`config.mk`:
```
export PLATFORM = sky130hd
export DESIGN_NAME = periph_subsystem
export DESIGN_NICKNAME = d
export VERILOG_FILES = /design/src/verilog/periph_pkg.sv /design/src/verilog/periph_bus_bridge.sv /design/src/verilog/periph_irq_ctrl.sv /design/src/verilog/periph_gpio.sv /design/src/verilog/periph_timer.sv /design/src/verilog/periph_subsystem.sv
export SDC_FILE = /design/constraint.sdc
export NUM_CORES = 1
export LEC_CHECK = 0
export BUFFER_PORTS_ARGS = -buffer_cell sky130_fd_sc_hd__buf_2
export CAP_MARGIN = 20
export CORE_ASPECT_RATIO = 0.5
export CORE_UTILIZATION = 61
export CTS_BUF_LIST = sky130_fd_sc_hd__clkbuf_8
export CTS_CLUSTER_SIZE = 24
export DETAILED_ROUTE_END_ITERATION = 10
export PLACE_DENSITY_LB_ADDON = 0.1
export SETUP_SLACK_MARGIN = 0.05
export SLEW_MARGIN = 20
export SYNTH_ARGS = -nofsm -noshare
export SYNTH_HDL_FRONTEND = slang
export SYNTH_SLANG_ARGS = --single-unit
```
`constraint.sdc`:
```
create_clock -name clk_i -period 2.4 [get_ports clk_i]
set_input_delay 0.12 -clock clk_i [delete_from_list [all_inputs] [get_ports clk_i]]
set_output_delay 0.12 -clock clk_i [all_outputs]
set_load 0.05 [all_outputs]
```
`src/verilog/periph_pkg.sv`:
```
// ----------------------------------------------------------
// Shared sizes, source ids and register maps of the
// peripheral subsystem
// ----------------------------------------------------------
package periph_pkg;

  localparam int DATA_W   = 32;
  localparam int ADDR_W   = 32;
  localparam int OFFSET_W = 6;

  localparam int NUM_GPIO   = 8;
  localparam int NUM_TIMERS = 2;
  localparam int NUM_EXT    = 5;

  // Id 0 means no interrupt
  localparam int NUM_SRC        = 16;
  localparam int SRC_ID_W       = 4;
  localparam int SRC_GPIO_BASE  = 1;
  localparam int SRC_TIMER_BASE = 9;
  localparam int SRC_EXT_BASE   = 11;

  // Taken from address bits 11:8
  typedef enum logic [3:0] {SEL_IRQ = 4'd0, SEL_GPIO = 4'd1, SEL_TIMER = 4'd2} periph_sel_e;

  typedef enum logic [OFFSET_W-1:0] {
    IRQ_ENABLE = 6'd0, IRQ_PENDING = 6'd1, IRQ_CLAIM = 6'd2, IRQ_MSIP = 6'd3
  } irq_reg_e;

  typedef enum logic [OFFSET_W-1:0] {
    GPIO_OUT = 6'd0, GPIO_OE = 6'd1, GPIO_IN = 6'd2, GPIO_INTR_EN = 6'd3
  } gpio_reg_e;

  typedef enum logic [OFFSET_W-1:0] {
    TIMER_CTRL = 6'd0, TIMER_MTIME = 6'd1, TIMER_CMP0 = 6'd2, TIMER_CMP1 = 6'd3
  } timer_reg_e;

endpackage

```
`src/verilog/periph_bus_bridge.sv`:
```
// ----------------------------------------------------------
// Bus bridge: req/gnt/rvalid transfers to register strobes
// ----------------------------------------------------------
`timescale 1ns/1ps

module periph_bus_bridge (
  input  logic                                clk_i,
  input  logic                                reset_i,
  input  logic                                req_i,
  input  logic                                we_i,
  input  logic [periph_pkg::ADDR_W-1:0]       addr_i,
  input  logic [periph_pkg::DATA_W-1:0]       wdata_i,
  input  logic [periph_pkg::DATA_W-1:0]       irq_rdata_i,
  input  logic [periph_pkg::DATA_W-1:0]       gpio_rdata_i,
  input  logic [periph_pkg::DATA_W-1:0]       timer_rdata_i,
  output logic                                gnt_o,
  output logic                                rvalid_o,
  output logic [periph_pkg::DATA_W-1:0]       rdata_o,
  output logic                                err_o,
  output logic                                irq_valid_o,
  output logic                                gpio_valid_o,
  output logic                                timer_valid_o,
  output logic                                reg_write_o,
  output logic [periph_pkg::OFFSET_W-1:0]     reg_offset_o,
  output logic [periph_pkg::DATA_W-1:0]       reg_wdata_o
);

  periph_pkg::periph_sel_e       sel;
  logic                          mapped;
  logic [periph_pkg::DATA_W-1:0] sel_rdata;
  logic                          rvalid_q;
  logic                          err_q;
  logic [periph_pkg::DATA_W-1:0] rdata_q;

  // Response stage always drains, so a request is granted at once
  assign gnt_o = req_i;

  assign sel           = periph_pkg::periph_sel_e'(addr_i[11:8]);
  assign irq_valid_o   = gnt_o && (sel == periph_pkg::SEL_IRQ);
  assign gpio_valid_o  = gnt_o && (sel == periph_pkg::SEL_GPIO);
  assign timer_valid_o = gnt_o && (sel == periph_pkg::SEL_TIMER);
  assign reg_write_o   = we_i;
  assign reg_offset_o  = addr_i[periph_pkg::OFFSET_W+1:2];
  assign reg_wdata_o   = wdata_i;

  always_comb begin
    mapped    = 1'b1;
    sel_rdata = '0;
    case (sel)
      periph_pkg::SEL_IRQ:   sel_rdata = irq_rdata_i;
      periph_pkg::SEL_GPIO:  sel_rdata = gpio_rdata_i;
      periph_pkg::SEL_TIMER: sel_rdata = timer_rdata_i;
      default:               mapped = 1'b0;
    endcase
  end

  always_ff @(posedge clk_i) begin
    if (reset_i) begin
      rvalid_q <= 1'b0;
      err_q    <= 1'b0;
      rdata_q  <= '0;
    end else begin
      rvalid_q <= gnt_o;
      err_q    <= gnt_o && !mapped;
      if (gnt_o) rdata_q <= sel_rdata;
    end
  end

  assign rvalid_o = rvalid_q;
  assign err_o    = err_q;
  assign rdata_o  = rdata_q;

  a_one_strobe: assert property (@(posedge clk_i) disable iff (reset_i)
    $onehot0({irq_valid_o, gpio_valid_o, timer_valid_o}));

  a_rvalid_after_gnt: assert property (@(posedge clk_i) disable iff (reset_i)
    rvalid_o |-> $past(gnt_o));

endmodule

```
`src/verilog/periph_irq_ctrl.sv`:
```
// ----------------------------------------------------------
// Interrupt controller with level gateways, enable mask,
// claim/complete and a software interrupt bit
// ----------------------------------------------------------
`timescale 1ns/1ps

module periph_irq_ctrl (
  input  logic                                clk_i,
  input  logic                                reset_i,
  input  logic                                valid_i,
  input  logic                                write_i,
  input  logic [periph_pkg::OFFSET_W-1:0]     offset_i,
  input  logic [periph_pkg::DATA_W-1:0]       wdata_i,
  input  logic [periph_pkg::NUM_SRC-1:0]      src_i,
  output logic [periph_pkg::DATA_W-1:0]       rdata_o,
  output logic                                irq_o,
  output logic                                msip_o
);

  logic [periph_pkg::NUM_SRC-1:0]  enable_q;
  logic [periph_pkg::NUM_SRC-1:0]  pending_q;
  logic [periph_pkg::NUM_SRC-1:0]  pending_d;
  logic [periph_pkg::NUM_SRC-1:0]  in_service_q;
  logic [periph_pkg::NUM_SRC-1:0]  in_service_d;
  logic [periph_pkg::NUM_SRC-1:0]  gw_set;
  logic                            msip_q;
  logic [periph_pkg::SRC_ID_W-1:0] claim_id;
  logic [periph_pkg::SRC_ID_W-1:0] cmp_id;
  logic                            claim_rd;
  logic                            complete_wr;

  assign claim_rd    = valid_i && !write_i && (offset_i == periph_pkg::IRQ_CLAIM);
  assign complete_wr = valid_i && write_i && (offset_i == periph_pkg::IRQ_CLAIM);
  assign cmp_id      = wdata_i[periph_pkg::SRC_ID_W-1:0];

  // Lowest enabled pending id wins
  always_comb begin
    claim_id = '0;
    for (int i = periph_pkg::NUM_SRC - 1; i > 0; i--) begin
      if (pending_q[i] && enable_q[i]) claim_id = i[periph_pkg::SRC_ID_W-1:0];
    end
  end

  // Gateway blocks a source while it is pending or in service
  always_comb begin
    gw_set    = src_i & ~pending_q & ~in_service_q;
    gw_set[0] = 1'b0;
    pending_d    = pending_q | gw_set;
    in_service_d = in_service_q;
    if (claim_rd && claim_id != '0) begin
      pending_d[claim_id]    = 1'b0;
      in_service_d[claim_id] = 1'b1;
    end
    if (complete_wr) in_service_d[cmp_id] = 1'b0;
  end

  always_ff @(posedge clk_i) begin
    if (reset_i) begin
      enable_q     <= '0;
      pending_q    <= '0;
      in_service_q <= '0;
      msip_q       <= 1'b0;
    end else begin
      pending_q    <= pending_d;
      in_service_q <= in_service_d;
      if (valid_i && write_i) begin
        case (offset_i)
          periph_pkg::IRQ_ENABLE: enable_q <= {wdata_i[periph_pkg::NUM_SRC-1:1], 1'b0};
          periph_pkg::IRQ_MSIP:   msip_q   <= wdata_i[0];
          default: ;
        endcase
      end
    end
  end

  always_comb begin
    rdata_o = '0;
    case (offset_i)
      periph_pkg::IRQ_ENABLE:  rdata_o[periph_pkg::NUM_SRC-1:0]  = enable_q;
      periph_pkg::IRQ_PENDING: rdata_o[periph_pkg::NUM_SRC-1:0]  = pending_q;
      periph_pkg::IRQ_CLAIM:   rdata_o[periph_pkg::SRC_ID_W-1:0] = claim_id;
      periph_pkg::IRQ_MSIP:    rdata_o[0] = msip_q;
      default: ;
    endcase
  end

  assign irq_o  = |(pending_q & enable_q);
  assign msip_o = msip_q;

  a_claim_nonzero: assert property (@(posedge clk_i) disable iff (reset_i)
    irq_o |-> claim_id != '0);

endmodule

```
`src/verilog/periph_gpio.sv`:
```
// ----------------------------------------------------------
// GPIO block with synchronized inputs and level interrupts
// ----------------------------------------------------------
`timescale 1ns/1ps

module periph_gpio (
  input  logic                                clk_i,
  input  logic                                reset_i,
  input  logic                                valid_i,
  input  logic                                write_i,
  input  logic [periph_pkg::OFFSET_W-1:0]     offset_i,
  input  logic [periph_pkg::DATA_W-1:0]       wdata_i,
  input  logic [periph_pkg::NUM_GPIO-1:0]     gpio_i,
  output logic [periph_pkg::DATA_W-1:0]       rdata_o,
  output logic [periph_pkg::NUM_GPIO-1:0]     gpio_o,
  output logic [periph_pkg::NUM_GPIO-1:0]     gpio_oe_o,
  output logic [periph_pkg::NUM_GPIO-1:0]     gpio_intr_o
);

  logic [periph_pkg::NUM_GPIO-1:0] out_q;
  logic [periph_pkg::NUM_GPIO-1:0] oe_q;
  logic [periph_pkg::NUM_GPIO-1:0] intr_en_q;
  logic [periph_pkg::NUM_GPIO-1:0] sync1_q;
  logic [periph_pkg::NUM_GPIO-1:0] sync2_q;

  always_ff @(posedge clk_i) begin
    if (reset_i) begin
      out_q     <= '0;
      oe_q      <= '0;
      intr_en_q <= '0;
      sync1_q   <= '0;
      sync2_q   <= '0;
    end else begin
      // Two flop synchronizer on the pins
      sync1_q <= gpio_i;
      sync2_q <= sync1_q;
      if (valid_i && write_i) begin
        case (offset_i)
          periph_pkg::GPIO_OUT:     out_q     <= wdata_i[periph_pkg::NUM_GPIO-1:0];
          periph_pkg::GPIO_OE:      oe_q      <= wdata_i[periph_pkg::NUM_GPIO-1:0];
          periph_pkg::GPIO_INTR_EN: intr_en_q <= wdata_i[periph_pkg::NUM_GPIO-1:0];
          default: ;
        endcase
      end
    end
  end

  always_comb begin
    rdata_o = '0;
    case (offset_i)
      periph_pkg::GPIO_OUT:     rdata_o[periph_pkg::NUM_GPIO-1:0] = out_q;
      periph_pkg::GPIO_OE:      rdata_o[periph_pkg::NUM_GPIO-1:0] = oe_q;
      periph_pkg::GPIO_IN:      rdata_o[periph_pkg::NUM_GPIO-1:0] = sync2_q;
      periph_pkg::GPIO_INTR_EN: rdata_o[periph_pkg::NUM_GPIO-1:0] = intr_en_q;
      default: ;
    endcase
  end

  assign gpio_o      = out_q;
  assign gpio_oe_o   = oe_q;
  assign gpio_intr_o = sync2_q & intr_en_q;

endmodule

```
`src/verilog/periph_timer.sv`:
```
// ----------------------------------------------------------
// Machine timer, 32-bit counter with two compare channels
// ----------------------------------------------------------
`timescale 1ns/1ps

module periph_timer (
  input  logic                                clk_i,
  input  logic                                reset_i,
  input  logic                                valid_i,
  input  logic                                write_i,
  input  logic [periph_pkg::OFFSET_W-1:0]     offset_i,
  input  logic [periph_pkg::DATA_W-1:0]       wdata_i,
  output logic [periph_pkg::DATA_W-1:0]       rdata_o,
  output logic [periph_pkg::NUM_TIMERS-1:0]   timer_irq_o
);

  logic                                                  en_q;
  logic [periph_pkg::DATA_W-1:0]                         mtime_q;
  logic [periph_pkg::NUM_TIMERS-1:0][periph_pkg::DATA_W-1:0] cmp_q;
  logic [periph_pkg::NUM_TIMERS-1:0]                     irq_q;
  logic                                                  wr;
  logic                                                  mtime_wr;

  assign wr       = valid_i && write_i;
  assign mtime_wr = wr && (offset_i == periph_pkg::TIMER_MTIME);

  always_ff @(posedge clk_i) begin
    if (reset_i) begin
      en_q    <= 1'b0;
      mtime_q <= '0;
      cmp_q   <= '0;
      irq_q   <= '0;
    end else begin
      // A write to mtime wins over the increment
      if (mtime_wr) mtime_q <= wdata_i;
      else if (en_q) mtime_q <= mtime_q + 1'b1;
      if (wr && offset_i == periph_pkg::TIMER_CTRL) en_q <= wdata_i[0];
      if (wr && offset_i == periph_pkg::TIMER_CMP0) cmp_q[0] <= wdata_i;
      if (wr && offset_i == periph_pkg::TIMER_CMP1) cmp_q[1] <= wdata_i;
      for (int k = 0; k < periph_pkg::NUM_TIMERS; k++) begin
        irq_q[k] <= en_q && (mtime_q >= cmp_q[k]);
      end
    end
  end

  always_comb begin
    rdata_o = '0;
    case (offset_i)
      periph_pkg::TIMER_CTRL:  rdata_o[0] = en_q;
      periph_pkg::TIMER_MTIME: rdata_o = mtime_q;
      periph_pkg::TIMER_CMP0:  rdata_o = cmp_q[0];
      periph_pkg::TIMER_CMP1:  rdata_o = cmp_q[1];
      default: ;
    endcase
  end

  assign timer_irq_o = irq_q;

  a_mtime_frozen: assert property (@(posedge clk_i) disable iff (reset_i)
    !en_q && !mtime_wr |=> $stable(mtime_q));

endmodule

```
`src/verilog/periph_subsystem.sv`:
```
// ----------------------------------------------------------
// Peripheral subsystem top: bus bridge, interrupt
// controller, GPIO and machine timer
// ----------------------------------------------------------
`timescale 1ns/1ps

module periph_subsystem (
  input  logic                                clk_i,
  input  logic                                reset_i,
  input  logic                                req_i,
  input  logic                                we_i,
  input  logic [periph_pkg::ADDR_W-1:0]       addr_i,
  input  logic [periph_pkg::DATA_W-1:0]       wdata_i,
  input  logic [periph_pkg::NUM_GPIO-1:0]     gpio_i,
  input  logic [periph_pkg::NUM_EXT-1:0]      intr_ext_i,
  output logic                                gnt_o,
  output logic                                rvalid_o,
  output logic [periph_pkg::DATA_W-1:0]       rdata_o,
  output logic                                err_o,
  output logic [periph_pkg::NUM_GPIO-1:0]     gpio_o,
  output logic [periph_pkg::NUM_GPIO-1:0]     gpio_oe_o,
  output logic                                irq_o,
  output logic                                msip_o,
  output logic [periph_pkg::NUM_TIMERS-1:0]   timer_irq_o
);

  logic                              irq_valid;
  logic                              gpio_valid;
  logic                              timer_valid;
  logic                              reg_write;
  logic [periph_pkg::OFFSET_W-1:0]   reg_offset;
  logic [periph_pkg::DATA_W-1:0]     reg_wdata;
  logic [periph_pkg::DATA_W-1:0]     irq_rdata;
  logic [periph_pkg::DATA_W-1:0]     gpio_rdata;
  logic [periph_pkg::DATA_W-1:0]     timer_rdata;
  logic [periph_pkg::NUM_GPIO-1:0]   gpio_intr;
  logic [periph_pkg::NUM_SRC-1:0]    intr_src;

  // Id 0 is reserved and tied low
  assign intr_src[0] = 1'b0;
  assign intr_src[periph_pkg::SRC_GPIO_BASE +: periph_pkg::NUM_GPIO]    = gpio_intr;
  assign intr_src[periph_pkg::SRC_TIMER_BASE +: periph_pkg::NUM_TIMERS] = timer_irq_o;
  assign intr_src[periph_pkg::SRC_EXT_BASE +: periph_pkg::NUM_EXT]      = intr_ext_i;

  periph_bus_bridge u_bridge (
    .clk_i, .reset_i, .req_i, .we_i, .addr_i, .wdata_i,
    .irq_rdata_i(irq_rdata), .gpio_rdata_i(gpio_rdata), .timer_rdata_i(timer_rdata),
    .gnt_o, .rvalid_o, .rdata_o, .err_o,
    .irq_valid_o(irq_valid), .gpio_valid_o(gpio_valid), .timer_valid_o(timer_valid),
    .reg_write_o(reg_write), .reg_offset_o(reg_offset), .reg_wdata_o(reg_wdata)
  );

  periph_irq_ctrl u_irq_ctrl (
    .clk_i, .reset_i, .valid_i(irq_valid), .write_i(reg_write),
    .offset_i(reg_offset), .wdata_i(reg_wdata), .src_i(intr_src),
    .rdata_o(irq_rdata), .irq_o, .msip_o
  );

  periph_gpio u_gpio (
    .clk_i, .reset_i, .valid_i(gpio_valid), .write_i(reg_write),
    .offset_i(reg_offset), .wdata_i(reg_wdata), .gpio_i,
    .rdata_o(gpio_rdata), .gpio_o, .gpio_oe_o, .gpio_intr_o(gpio_intr)
  );

  periph_timer u_timer (
    .clk_i, .reset_i, .valid_i(timer_valid), .write_i(reg_write),
    .offset_i(reg_offset), .wdata_i(reg_wdata),
    .rdata_o(timer_rdata), .timer_irq_o
  );

endmodule

```
---- After elaboration in Yosys (flattened, before gate mapping) ----
Index checks and enable logic that the tools add are counted.
word-level totals
  output and inout bits ................... 55
  bits in registers ....................... 221
cells by class
  $lt $le $gt $ge ......................... 6
  multiplexer cells ....................... 32
  reductions and logical operators ........ 47
  $add $sub $neg .......................... 1
  equality and inequality tests ........... 5
  bitwise gates (word level) .............. 12
operators with widths
  operator               number
  $pmux 32 s3            1
  $pmux 31 s3            1
  $and 16x16->16         5
  $ge 32x32->1           2
  $mux 32                2
  $not 16->16            4
  $mux 4                 15
  $mux 16                3
  $logic_and 1x1->1      34
  $add 32x1->32 const B  1
  $or 16x16->16          2
  $pmux 8 s4             1
  $pmux 12 s2            1
  $reduce_or 16->1       1
  $eq 6x2->1 const B     2
  $lt 4x5->1 const B     2
  $reduce_and 2->1       5
  $pmux 3 s3             1
  $and 8x8->8            1
  $demux 1 s4            2
  $ge 4x1->1 const B     2
  $eq 6x1->1 const B     1
  $logic_not 6->1        1
  $eq 4x1->1 const B     1
  other kinds (9)        12

---- Longest topological paths before layout ----
Gate-level depths: netlist of the first run.
  depth in word-level cells ............... 24
  gate-level depth with buffers ........... 8
  depth with buffers taken out ............ 8

---- Modules after synthesis ----
A second synthesis of the first run with hierarchy kept.
second synthesis, totals
  cell total of the unflattened synthesis .. 1597
  area, all modules ....................... 12953.7 um2
modules (own cells, without submodules)
  module             times used  seq. area each (um2)  area each (um2)  cells each
  periph_timer       1           1981.9                6502.5           882
  periph_irq_ctrl    1           940.9                 2657.5           328
  periph_gpio        1           800.8                 1914.3           178
  periph_bus_bridge  1           680.7                 1875.5           208
  periph_subsystem   1           0.0                   3.8              1

---- Worst setup path after synthesis of the first run ----
OpenSTA, ideal clock, no wires.
  path type ............................... register to register
  start point ............................. register u_timer.mtime_q[15] (netlist bit)
  end point ............................... register u_timer.mtime_q[31] (netlist bit)
  arrival ................................. 1.799 ns
  cell stages (with the launch flop) ...... 7
  clock period less this slack ............ 1.890 ns
  setup slack ............................. 0.510 ns
  setup time .............................. 0.091 ns
  path through ............................ dfxtp_1 and3_4 and4_4 and4b_4 nand4_4 or3_1 a311oi_1
between the ends
  cells in the longest elaborated chain, start to end .. 3
ends and longest elaborated chain
  item                      line                RTL
  start: declaration        periph_timer.sv:18  logic [periph_pkg::DATA_W-1:0] mtime_q;
  start signal: assignment  periph_timer.sv:35  if (mtime_wr) mtime_q <= wdata_i;
  start signal: assignment  periph_timer.sv:36  else if (en_q) mtime_q <= mtime_q + 1'b1;
  $add 32x1->32             periph_timer.sv:36
  $mux 32                   periph_timer.sv:36
  $mux 32                   periph_timer.sv:35
Every way passes these cells. The select of a mux whose other input is x is not followed.
A chain may end at the register's enable or synchronous reset.

---- Final worst setup path of the first run ----
  start point ............................. input port addr_i[8] (netlist bit)
  end point ............................... register u_timer.cmp_q[58] (netlist bit)
between the ends
  cells in the longest elaborated chain, start to end .. 4
ends and longest elaborated chain
  item                line                     RTL
  start: declaration  periph_subsystem.sv:12   input logic [periph_pkg::ADDR_W-1:0] addr_i,
  $eq 4x2->1          periph_bus_bridge.sv:41  assign timer_valid_o = gnt_o && (sel == periph_pkg::SEL_TIMER);
  $logic_and 1x1->1   periph_bus_bridge.sv:41
  $logic_and 1x1->1   periph_timer.sv:24       assign wr = valid_i && write_i;
  $logic_and 1x1->1   periph_timer.sv:39       if (wr && offset_i == periph_pkg::TIMER_CMP1) cmp_q[1] <= wdata_i;
  end: declaration    periph_timer.sv:19       logic [periph_pkg::NUM_TIMERS-1:0][periph_pkg::DATA_W-1:0] cmp_q;
Every way passes these cells.

==> results.yml, run 1 <==
status:
  outcome: "finished, final reports clean"
setup_path:
  worst-path-max-fanout: 32
  rr_worst_depth: 6
  crit_chain: "dlygate4sd3_1, buf_2, nor4b_1, nand3_1, nor2_4, buf_12, mux2i_1, nor2_1"
  critPathKind: "in2reg"
  reg2reg_from: "u_timer.mtime_q[10]"
  arrival_ns: 2.66
  crit_path_start_kind: "input port"
  cp-end-kind: "flip-flop"
  crit_family: "simple AND/OR/NAND/NOR gates"
  cp_slowest_cell: "nor4b_1"
  critPathMaxStageDelay_ns: 0.70
  r2r_end: "u_timer.mtime_q[31]"
  rrSetupSlack_ns: 0.25
  crit_required_ns: 2.84
  path_depth: 8
  cp_num_buf_inv: 3
global_route:
  grt_first_pass_wirelength_um: 54390
  grt_max_degree: 146
  antenna_found_initial: 1
  track_usage: 0.3533
  grt_pass1_vias: 10450
  globalRoute.totalOverflow: 0
min_path:
  holdCritStartpoint: "addr_i[9]"
  worstHoldPathType: "in2reg"
  worstHoldEndpoint: "u_bridge.rdata_o[5]"
  min_path_cells: 4
die:
  start_util: 0.6252
  coreArea_sq_um: 18440
  die_w_um: 196.4
  ios: 136
  die_area_sq_um: 19480
  num_rows: 35
  die_y_um: 99.21
timing:
  rsz0062_at_grt: "false"
  whs_ns: 0.05114
  fin_skew_ns: 0.01117
  setup_viol: 0
  final_hold_viol_count: 0
  worst_slack_ns: 0.1818
  min_period_ns: 2.218
  post-route-period-util: 0.9242
  tightestPinTransition_ns: 0.7662
  tns_ns: 0
  maxSlewHeadroom: 0.4820
  maxSlewViolCount: 0
  fmax_mhz: 450.8
placement:
  port_buffers: 113
  gp_congestion: 0.9198
  dp_slack_ns: 0.2317
  dp.cells: 1665
  dpl.hpwl_um: 23760
pwr:
  netSwitchingFraction: 0.2366
  finalPower_uw: 7392
  power_leakage_uw: 0.005351
  powerDensity_nw_per_um2: 541.1
  internal-power_uw: 5643
  ir_worst_vdd_uv: 687.3
  power_frac_seq: 0.500
  clockPowerShare: 0.438
  p_sw_uw: 1749
  power_frac_comb: 0.062
drt:
  via_per_inst: 6.036
  ant_nets: 0
  num_vias: 10680
  drc: 0
  first_pass_iters: 6
  wire_per_inst_um: 19.26
  first_iter_violations: 909
  routed_wl_um: 34070
clocking:
  clockRootBuffer: "clkbuf_8"
  htreeDepth: 1
  clock_latency_ns: 0.58
  cts_setup_buffers: 0
  path_clk_slew_ns: 0.07
  tritoncts: "done"
  cts_buffers: 31
  cts.path.max_buffers: 3
  cts.sinks: 220
finish:
  final_cell_mix: "dfxtp_1 (219), nand2_1 (142), nor2_1 (141)"
  final_common_cell: "dfxtp_1"
  drive_above_1_share: 0.1828
  final_cells: 1769
  syn2layout_area_growth_pct: 18.53
  diodes: 0
  final_nets: 1634
synthesis:
  synth-edff-count: 0
  syn_avg_cell_area_sq_um: 8.706
  synthesis.nets: 1470
  synthesis.area_sq_um: 11530
  ys_top_cells_by_area: "dfxtp_1 (38%), ha_1 (7.1%), mux2i_1 (5.5%)"
  synth_seq_cells: 220
  synth_flop_cell: "dfxtp_1"
  yosysWarnings: 0
  synth_cell_types: 73
  yosysSeqAreaShare: 0.3821
  yosys.area.top_type_share: 0.3821
  synthArstFlopShare: 0
  yosysTopAreaCell: "dfxtp_1"
  netlist_instances: 1324
flow_run:
  cap_violations: 0
[what timing repair did]
action	CTS	global route
hold buffers	49	0
gates resized for setup	0	2
hold endpoints to repair	152	0
setup endpoints to repair	0	1
[synth_stat cells, types with 18 or more instances]
cell type	instances
dfxtp_1	220
nand2_1	143
nor2_1	142
a21oi_1	97
inv_1	90
ha_1	65
mux2i_1	63
a211oi_1	52
clkbuf_1	51
mux2_2	40
a22oi_1	36
o21ai_0	33
nor2b_1	26
a22o_1	25
nand3_1	21
nand4_1	18
xor2_1	18
[cell families after synthesis]
family,Yosys count,synth area share
AO/OA/AOI/OAI,311,0.1797
XOR/XNOR,29,0.02203
adder cells (fa/ha/maj),65,0.07055
multiplexers,112,0.1114
buffers and inverters,160,0.05579
flip-flops,220,0.3821
AND/OR/NAND/NOR,427,0.1784
[how the worst max path moves through the flow]
stage	slack, ns	from	endpoint
after floorplan	0.51	u_timer.mtime_q[15]	u_timer.mtime_q[31]
after global placement	0.28	u_timer.mtime_q[9]	u_timer.mtime_q[31]
after detailed placement	0.23	u_timer.mtime_q[9]	u_timer.mtime_q[31]
after CTS	0.22	u_timer.mtime_q[9]	u_timer.mtime_q[31]
after global routing	0.07	u_timer.mtime_q[10]	u_timer.mtime_q[31]
final	0.18	addr_i[8]	u_timer.cmp_q[58]
[layer usage]
metal	track usage	vias up	wire length, um
met5	0	-	13
li1	-	5043	-
met1	0.4663	5049	14580
met3	0.09291	85	3309
met4	0.1232	2	951
met2	0.5622	498	15210
[stage by stage]
stage                     area (sq um)  utilization
after floorplan                  11530            -
after global placement           12470       0.6766
after detailed placement         12470       0.6766
after CTS                        13660       0.7407
after global routing             13660       0.7411
final                            13660       0.7411
[area by class of cell]
cell class | instances | area [sq um]
Timing Repair Buffer | 201 | 1405
Fill cell | 1451 | 4773
Sequential cell | 220 | 4405
Inverter | 90 | 337.8
Multi-Input combinational cell | 944 | 6499
Clock inverter | 12 | 100.1
Tap cell | 259 | 324.1
Clock buffer | 43 | 591.8
[power by group through the flow]
stage	Clock (uW)	Sequential [uW]	Combinational, uW
floorplan	0	3800	184
detailed placement	0	3780	386
CTS	3270	3700	450
finish	3230	3700	459
global placement	0	3780	383
global route	3450	3700	484
[worst register-to-register path, delay by kind of cell, from the launching register on]
family             cells  cell delay [ns]
AOI/OAI and AO/OA      1             0.27
DFF                    1             0.49
and+or+nand+nor        5             1.30
[sequential cells by signal, summed over array words and instances (netlist names)]
register                 cells
u_timer.timer_irq_o          2
u_irq_ctrl.pending_q        16
u_bridge.rvalid_o            1
u_irq_ctrl.msip_o            1
u_gpio.intr_en_q             8
u_gpio.sync1_q               8
u_timer.en_q                 1
u_gpio.gpio_oe_o             8
u_gpio.sync2_q               8
u_bridge.rdata_o            32
u_timer.mtime_q             32
u_timer.cmp_q               64
u_bridge.err_o               1
u_irq_ctrl.enable_q         15
u_gpio.gpio_o                8
u_irq_ctrl.in_service_q     15
Note: power is estimated with default switching activity, not from simulation.
==> run 2: changes to the inputs <==
--- a/config.mk
+++ b/config.mk
@@ -5,6 +5,7 @@
 export SDC_FILE = /design/constraint.sdc
 export NUM_CORES = 1
 export LEC_CHECK = 0
+export ABC_AREA = 1
 export BUFFER_PORTS_ARGS = -buffer_cell sky130_fd_sc_hd__buf_2
 export CAP_MARGIN = 20
 export CORE_ASPECT_RATIO = 0.5
==> constraint.sdc (replaced) <==
create_clock -name clk_i -period 2.2 [get_ports clk_i]
set_input_delay 0.11 -clock clk_i [delete_from_list [all_inputs] [get_ports clk_i]]
set_output_delay 0.11 -clock clk_i [all_outputs]
set_load 0.05 [all_outputs]
==> run 2 against run 1 <==
The run now ends with setup timing left; core utilization is 3.7 points higher; hold slack worse by 0.0011 ns; sequential power increased by 8.6%; clock power grew 23%; synthesized area decreased by 2.3%; flip-flop and latch count stayed put; combinational power down 8.3%; critical path type is now reg2out; first-iteration DRC count increased by 16%; die area down 2.3%; wire length grew 5.7%; worst setup slack got worse by 0.39 ns; non-clock buffer count up 19.
==> results.yml, run 2 <==
synthesis:
  synth_seq_cells: 220
  synthesis.area_sq_um: 11260
  yosys.area.top_type_share: 0.3912
  yosysSeqAreaShare: 0.3912
  synth-edff-count: 0
  synthesis.nets: 1681
  synth_flop_cell: "dfxtp_1"
  synth.most_common_cell: "nand2_1"
  yosysWarnings: 0
  syn_avg_cell_area_sq_um: 7.335
  netlist_instances: 1535
  ys_top_cells_by_area: "dfxtp_1 (39%), a21oi_1 (8.7%), nand2_1 (8.6%)"
  synthArstFlopShare: 0
  yosysTopAreaCell: "dfxtp_1"
  synth_commonest_cells: "nand2_1 (259), dfxtp_1 (220), inv_1 (200)"
  synth_cell_types: 51
clocking:
  clockRootBuffer: "clkbuf_8"
  cts.path.max_buffers: 3
  cts_buffers: 31
  cts.sinks: 220
  clock_latency_ns: 0.60
  htreeDepth: 1
  tritoncts: "done"
  path_clk_slew_ns: 0.07
finish:
  largest-register: "u_timer.cmp_q"
  drive_above_1_share: 0.1719
  post-route-util: 0.7784
  final_common_cell: "nand2_1"
  diodes: 0
  largest_reg_flops: 64
  syn2layout_area_growth_pct: 22.34
  final_nets: 1866
  final_cell_mix: "nand2_1 (252), dfxtp_1 (208), inv_1 (206)"
drt:
  first_iter_violations: 1058
  first_pass_iters: 6
  routed_wl_um: 36010
  drc: 0
  wire_per_inst_um: 18.20
  ant_nets: 0
  via_per_inst: 5.888
  num_vias: 11650
global_route:
  grt_first_pass_wirelength_um: 56440
  globalRoute.totalOverflow: 0
  antenna_found_initial: 0
  track_usage: 0.3718
  grt_pass1_vias: 11120
  grt_max_degree: 76
pwr:
  power_leakage_uw: 0.005917
  finalPower_uw: 8408
  ir_worst_vdd_uv: 572.6
  powerDensity_nw_per_um2: 610.4
die:
  num_rows: 34
  die_w_um: 194.1
  coreArea_sq_um: 17700
  ios: 136
  die_y_um: 98.07
  start_util: 0.6362
  die_area_sq_um: 19040
timing:
  post-route-period-util: 1.096
  maxSlewViolCount: 0
  setup_viol: 1
  min_period_ns: 2.411
  fin_skew_ns: 0.01166
  rsz0062_at_grt: "true"
  worst_slack_ns: -0.2106
  maxSlewHeadroom: 0.5185
  fmax_mhz: 414.8
  whs_ns: 0.05007
  final_hold_viol_count: 0
  tightestPinTransition_ns: 0.7211
placement:
  port_buffers: 113
  gp_congestion: 0.9392
  dp_slack_ns: 0.05481
  dpl.hpwl_um: 24780
setup_path:
  crit_path_start_kind: "flip-flop"
  worst-path-max-fanout: 3
  crit_required_ns: 2.09
  cp-end-kind: "output port"
  arrival_ns: 2.30
  critPathKind: "reg2out"
flow_run:
  cap_violations: 0
status:
  outcome: "finished with violations"
  violations: "setup timing"
min_path:
  worstHoldPathType: "in2reg"
==> run 2: kinds of logic (layout without fill, tap and decap cells) <==
| kind of cell | Yosys count | after routing | share of synthesized area |
|---|---|---|---|
| compound gates | 480 | 480 | 0.2416 |
| xor+xnor | 22 | 22 | 0.01711 |
| fa+ha+maj | 65 | 65 | 0.07223 |
| buf+inv | 287 | 497 | 0.09834 |
| flops | 220 | 220 | 0.3912 |
| simple gates | 461 | 461 | 0.1796 |
==> run 2: per-stage QoR <==
step                setup TNS (ns)  instance area (sq um)  cells
floorplan                        0                  11260   1535
global route               -0.3839                  13770   1979
global placement                 0                  12220   1860
detailed placement               0                  12220   1860
finish                     -0.2106                  13770   1979
CTS                       -0.08142                  13560   1970
==> run 2: worst paths after layout <==
check | cells past startpoint | start | to | slack [ns]
worst max-delay path | 11 | u_irq_ctrl.pending_q[12] | irq_o | -0.21
worst min-delay path | 6 | addr_i[8] | u_timer.en_q | 0.05
worst max register to register | 11 | u_timer.mtime_q[0] | u_timer.mtime_q[26] | 0.06
worst min register to register | 2 | u_gpio.sync1_q[4] | u_gpio.sync2_q[4] | 0.40
==> run 2: routing by layer <==
layer | part of all wire | vias up | GRT usage
li1 | - | 5559 | -
met4 | 0.029 | 0 | 0.1282
met3 | 0.085 | 103 | 0.06736
met2 | 0.46 | 544 | 0.6240
met5 | 0 | - | 0
met1 | 0.43 | 5447 | 0.4847
==> run 2: layout make-up <==
cell class | instances | area, sq um
multi-input cells | 1028 | 5918
flip-flops and latches | 220 | 4424
fillers | 1328 | 3923
repair buffers | 220 | 1536
inverters | 219 | 828.3
clock buffers | 39 | 536.8
well taps | 234 | 292.8
clock inverters | 19 | 237.7
==> run 2: power breakdown <==
part	total, uW	internal (uW)	switching (uW)
registers	4020	4000	17.3
clock network	3960	2300	1660
logic	421	154	268
==> run 2: worst max-delay path, cell delays in order (launching register included) <==
cell	delay (ns)
dfxtp_1	0.43
nand2_1	0.11
nand2_1	0.11
a21oi_1	0.05
nor2_1	0.09
nor2_1	0.05
o21ai_0	0.20
a21oi_1	0.14
buf_4	0.18
nor2_4	0.12
nand2_2	0.08
buf_8	0.16
==> run 2: timing repair <==
action / in CTS / in global routing
gates resized for setup: 17 / 42
setup endpoints to repair: 2 / 21
gates cloned: 0 / 0
hold buffers: 48 / 0
hold endpoints to repair: 146 / 0
buffers inserted: 4 / 9
pin swaps: 2 / 21
==> run 3: changes to the inputs <==
--- a/config.mk
+++ b/config.mk
@@ -6,7 +6,7 @@
 export NUM_CORES = 1
 export LEC_CHECK = 0
 export ABC_AREA = 1
-export BUFFER_PORTS_ARGS = -buffer_cell sky130_fd_sc_hd__buf_2
+export BUFFER_PORTS_ARGS = -buffer_cell sky130_fd_sc_hd__buf_4
 export CAP_MARGIN = 20
 export CORE_ASPECT_RATIO = 0.5
 export CORE_UTILIZATION = 61
==> run 3 against run 2 <==
Combinational power grew 10%; hold slack better by 0.0023 ns; clock-buffer cell count rose by 1; die area unchanged; global-route usage is 1.0 points higher; the flow still finishes with violations (setup timing).
==> results.yml, run 3 (synthesis gave the netlist of run 2 again) <==
placement:
  dp_slack_ns: 0.03443
  gp_congestion: 0.9612
  port_buffers: 113
  dpl.hpwl_um: 25380
finish:
  final_nets: 1863
  post-route-util: 0.7914
  final_cell_mix: "nand2_1 (255), dfxtp_1 (210), inv_1 (204)"
  diodes: 0
  largest-register: "u_timer.cmp_q"
  largest_reg_flops: 64
  drive_above_1_share: 0.1654
  final_common_cell: "nand2_1"
  syn2layout_area_growth_pct: 24.39
pwr:
  power_leakage_uw: 0.005936
  internal-power_uw: 6761
  power_frac_comb: 0.053
  finalPower_uw: 8702
  powerDensity_nw_per_um2: 621.3
  power_frac_seq: 0.462
  ir_worst_vdd_uv: 550.2
  netSwitchingFraction: 0.2230
  clockPowerShare: 0.485
  p_sw_uw: 1941
global_route:
  antenna_found_initial: 0
  globalRoute.totalOverflow: 0
  grt_pass1_vias: 11280
  grt_first_pass_wirelength_um: 57770
  track_usage: 0.3819
  grt_max_degree: 76
die:
  start_util: 0.6362
  die_area_sq_um: 19040
  die_w_um: 194.1
  num_rows: 34
  ios: 136
  die_y_um: 98.07
  coreArea_sq_um: 17700
clocking:
  clockRootBuffer: "clkbuf_8"
  cts.sinks: 220
  clock_latency_ns: 0.59
  tritoncts: "done"
  cts.path.max_buffers: 3
  path_clk_slew_ns: 0.08
  htreeDepth: 1
  cts_buffers: 30
drt:
  routed_wl_um: 36590
  num_vias: 11740
  first_iter_violations: 1037
  via_per_inst: 5.942
  first_pass_iters: 6
  wire_per_inst_um: 18.53
  drc: 0
  ant_nets: 0
setup_path:
  cp-end-kind: "output port"
  crit_path_start_kind: "flip-flop"
  rr_worst_depth: 12
  worst-path-max-fanout: 5
  crit_start: "u_irq_ctrl.pending_q[1]"
  arrival_ns: 2.19
  path_depth: 10
  rrSetupSlack_ns: 0.06
  crit_required_ns: 2.09
  reg2reg_from: "u_irq_ctrl.enable_q[13]"
  crit_chain: "nand2_1, inv_1, nor2_1, nand2_1, nor2_4, inv_1, nand2_1, inv_1, nand2_2, buf_8"
  crit_end: "irq_o"
  r2r_end: "u_irq_ctrl.pending_q[2]"
  crit_family: "simple AND/OR/NAND/NOR gates"
  cp_slowest_cell: "dfxtp_1"
  critPathKind: "reg2out"
  critPathMaxStageDelay_ns: 0.35
  cp_num_buf_inv: 4
timing:
  maxSlewHeadroom: 0.5419
  min_period_ns: 2.300
  fin_skew_ns: 0.01898
  maxSlewViolCount: 0
  fmax_mhz: 434.8
  setup_viol: 1
  worst_slack_ns: -0.1001
  final_hold_viol_count: 0
  rsz0062_at_grt: "true"
  tightestPinTransition_ns: 0.6862
  tns_ns: -0.1001
  post-route-period-util: 1.046
flow_run:
  cap_violations: 0
status:
  outcome: "finished with violations"
  violations: "setup timing"
min_path:
  holdCritStartpoint: "addr_i[9]"
  worstHoldPathType: "in2reg"
## run 3: cell types whose count changed in the layout (fill, tap and decap cells not counted), sizes merged
cell,before,now
clkinv,11,10
buf,172,171
clkinvlp,1,0
bufinv,6,8
inv,220,217
dlygate4sd3,48,47
clkbuf,39,40
## run 3: per-stage QoR
stage                     instance area [sq um]  hold WS [ns]  cells
final                                     14010       0.05236   1975
after CTS                                 13940       0.01262   1975
after global placement                    12540        0.3088   1865
after detailed placement                  12540        0.3164   1865
after floorplan                           11260        0.2164   1535
after global routing                      14010       0.03968   1975
## run 3: worst min-delay path by stage
stage                     endpoint  slack (ns)  cells past startpoint
2_1_floorplan    u_bridge.rvalid_o        0.22                      1
3_3_place_gp     u_gpio.sync1_q[4]        0.31                      3
3_5_place_dp     u_gpio.sync1_q[4]        0.32                      3
4_1_cts        u_timer.mtime_q[12]        0.01                      2
5_1_grt        u_timer.mtime_q[12]        0.04                      2
6_report       u_bridge.rdata_o[0]        0.05                      6
## run 3: per-layer routing
layer  up-vias  GRT usage  wire length [um]
li1       5554          -                 -
met1      5431     0.4794             14890
met2       628     0.6392             16700
met3       122    0.08808              3583
met4         0     0.1538              1420
met5         -          0                 0
## run 3: worst min-delay path: cells and delay by family
| kind | cells | cell delay (ns) |
|---|---|---|
| AO/OA/AOI/OAI | 2 | 0.18 |
| buffers and inverters | 1 | 0.11 |
| AND/OR/NAND/NOR | 3 | 0.19 |
## run 3: area by class of cell
class                           count  area [sq um]
Multi-Input combinational cell   1028          5847
Sequential cell                   220          4417
Fill cell                        1268          3691
Timing Repair Buffer              218          1799
Inverter                          219         825.8
Clock buffer                       40         550.5
Tap cell                          234         292.8
Clock inverter                     16         274.0
## run 3: timing repair
| action | in CTS | in global routing |
|---|---|---|
| hold buffers | 47 | 0 |
| endpoints found under the hold margin | 148 | 0 |
| gates cloned | 0 | 0 |
| pin swaps | 6 | 7 |
| setup endpoints to repair | 3 | 23 |
| setup buffers | 7 | 0 |
| gates resized for setup | 19 | 18 |
## run 3: power by group through the flow
| stage | logic (uW) | clock network (uW) | registers (uW) |
|---|---|---|---|
| 2_1_floorplan | 159 | 0 | 4120 |
| 3_3_place_gp | 372 | 0 | 4110 |
| 3_5_place_dp | 379 | 0 | 4110 |
| 4_1_cts | 447 | 4210 | 4020 |
| 5_1_grt | 490 | 4410 | 4020 |
| 6_report | 463 | 4220 | 4020 |
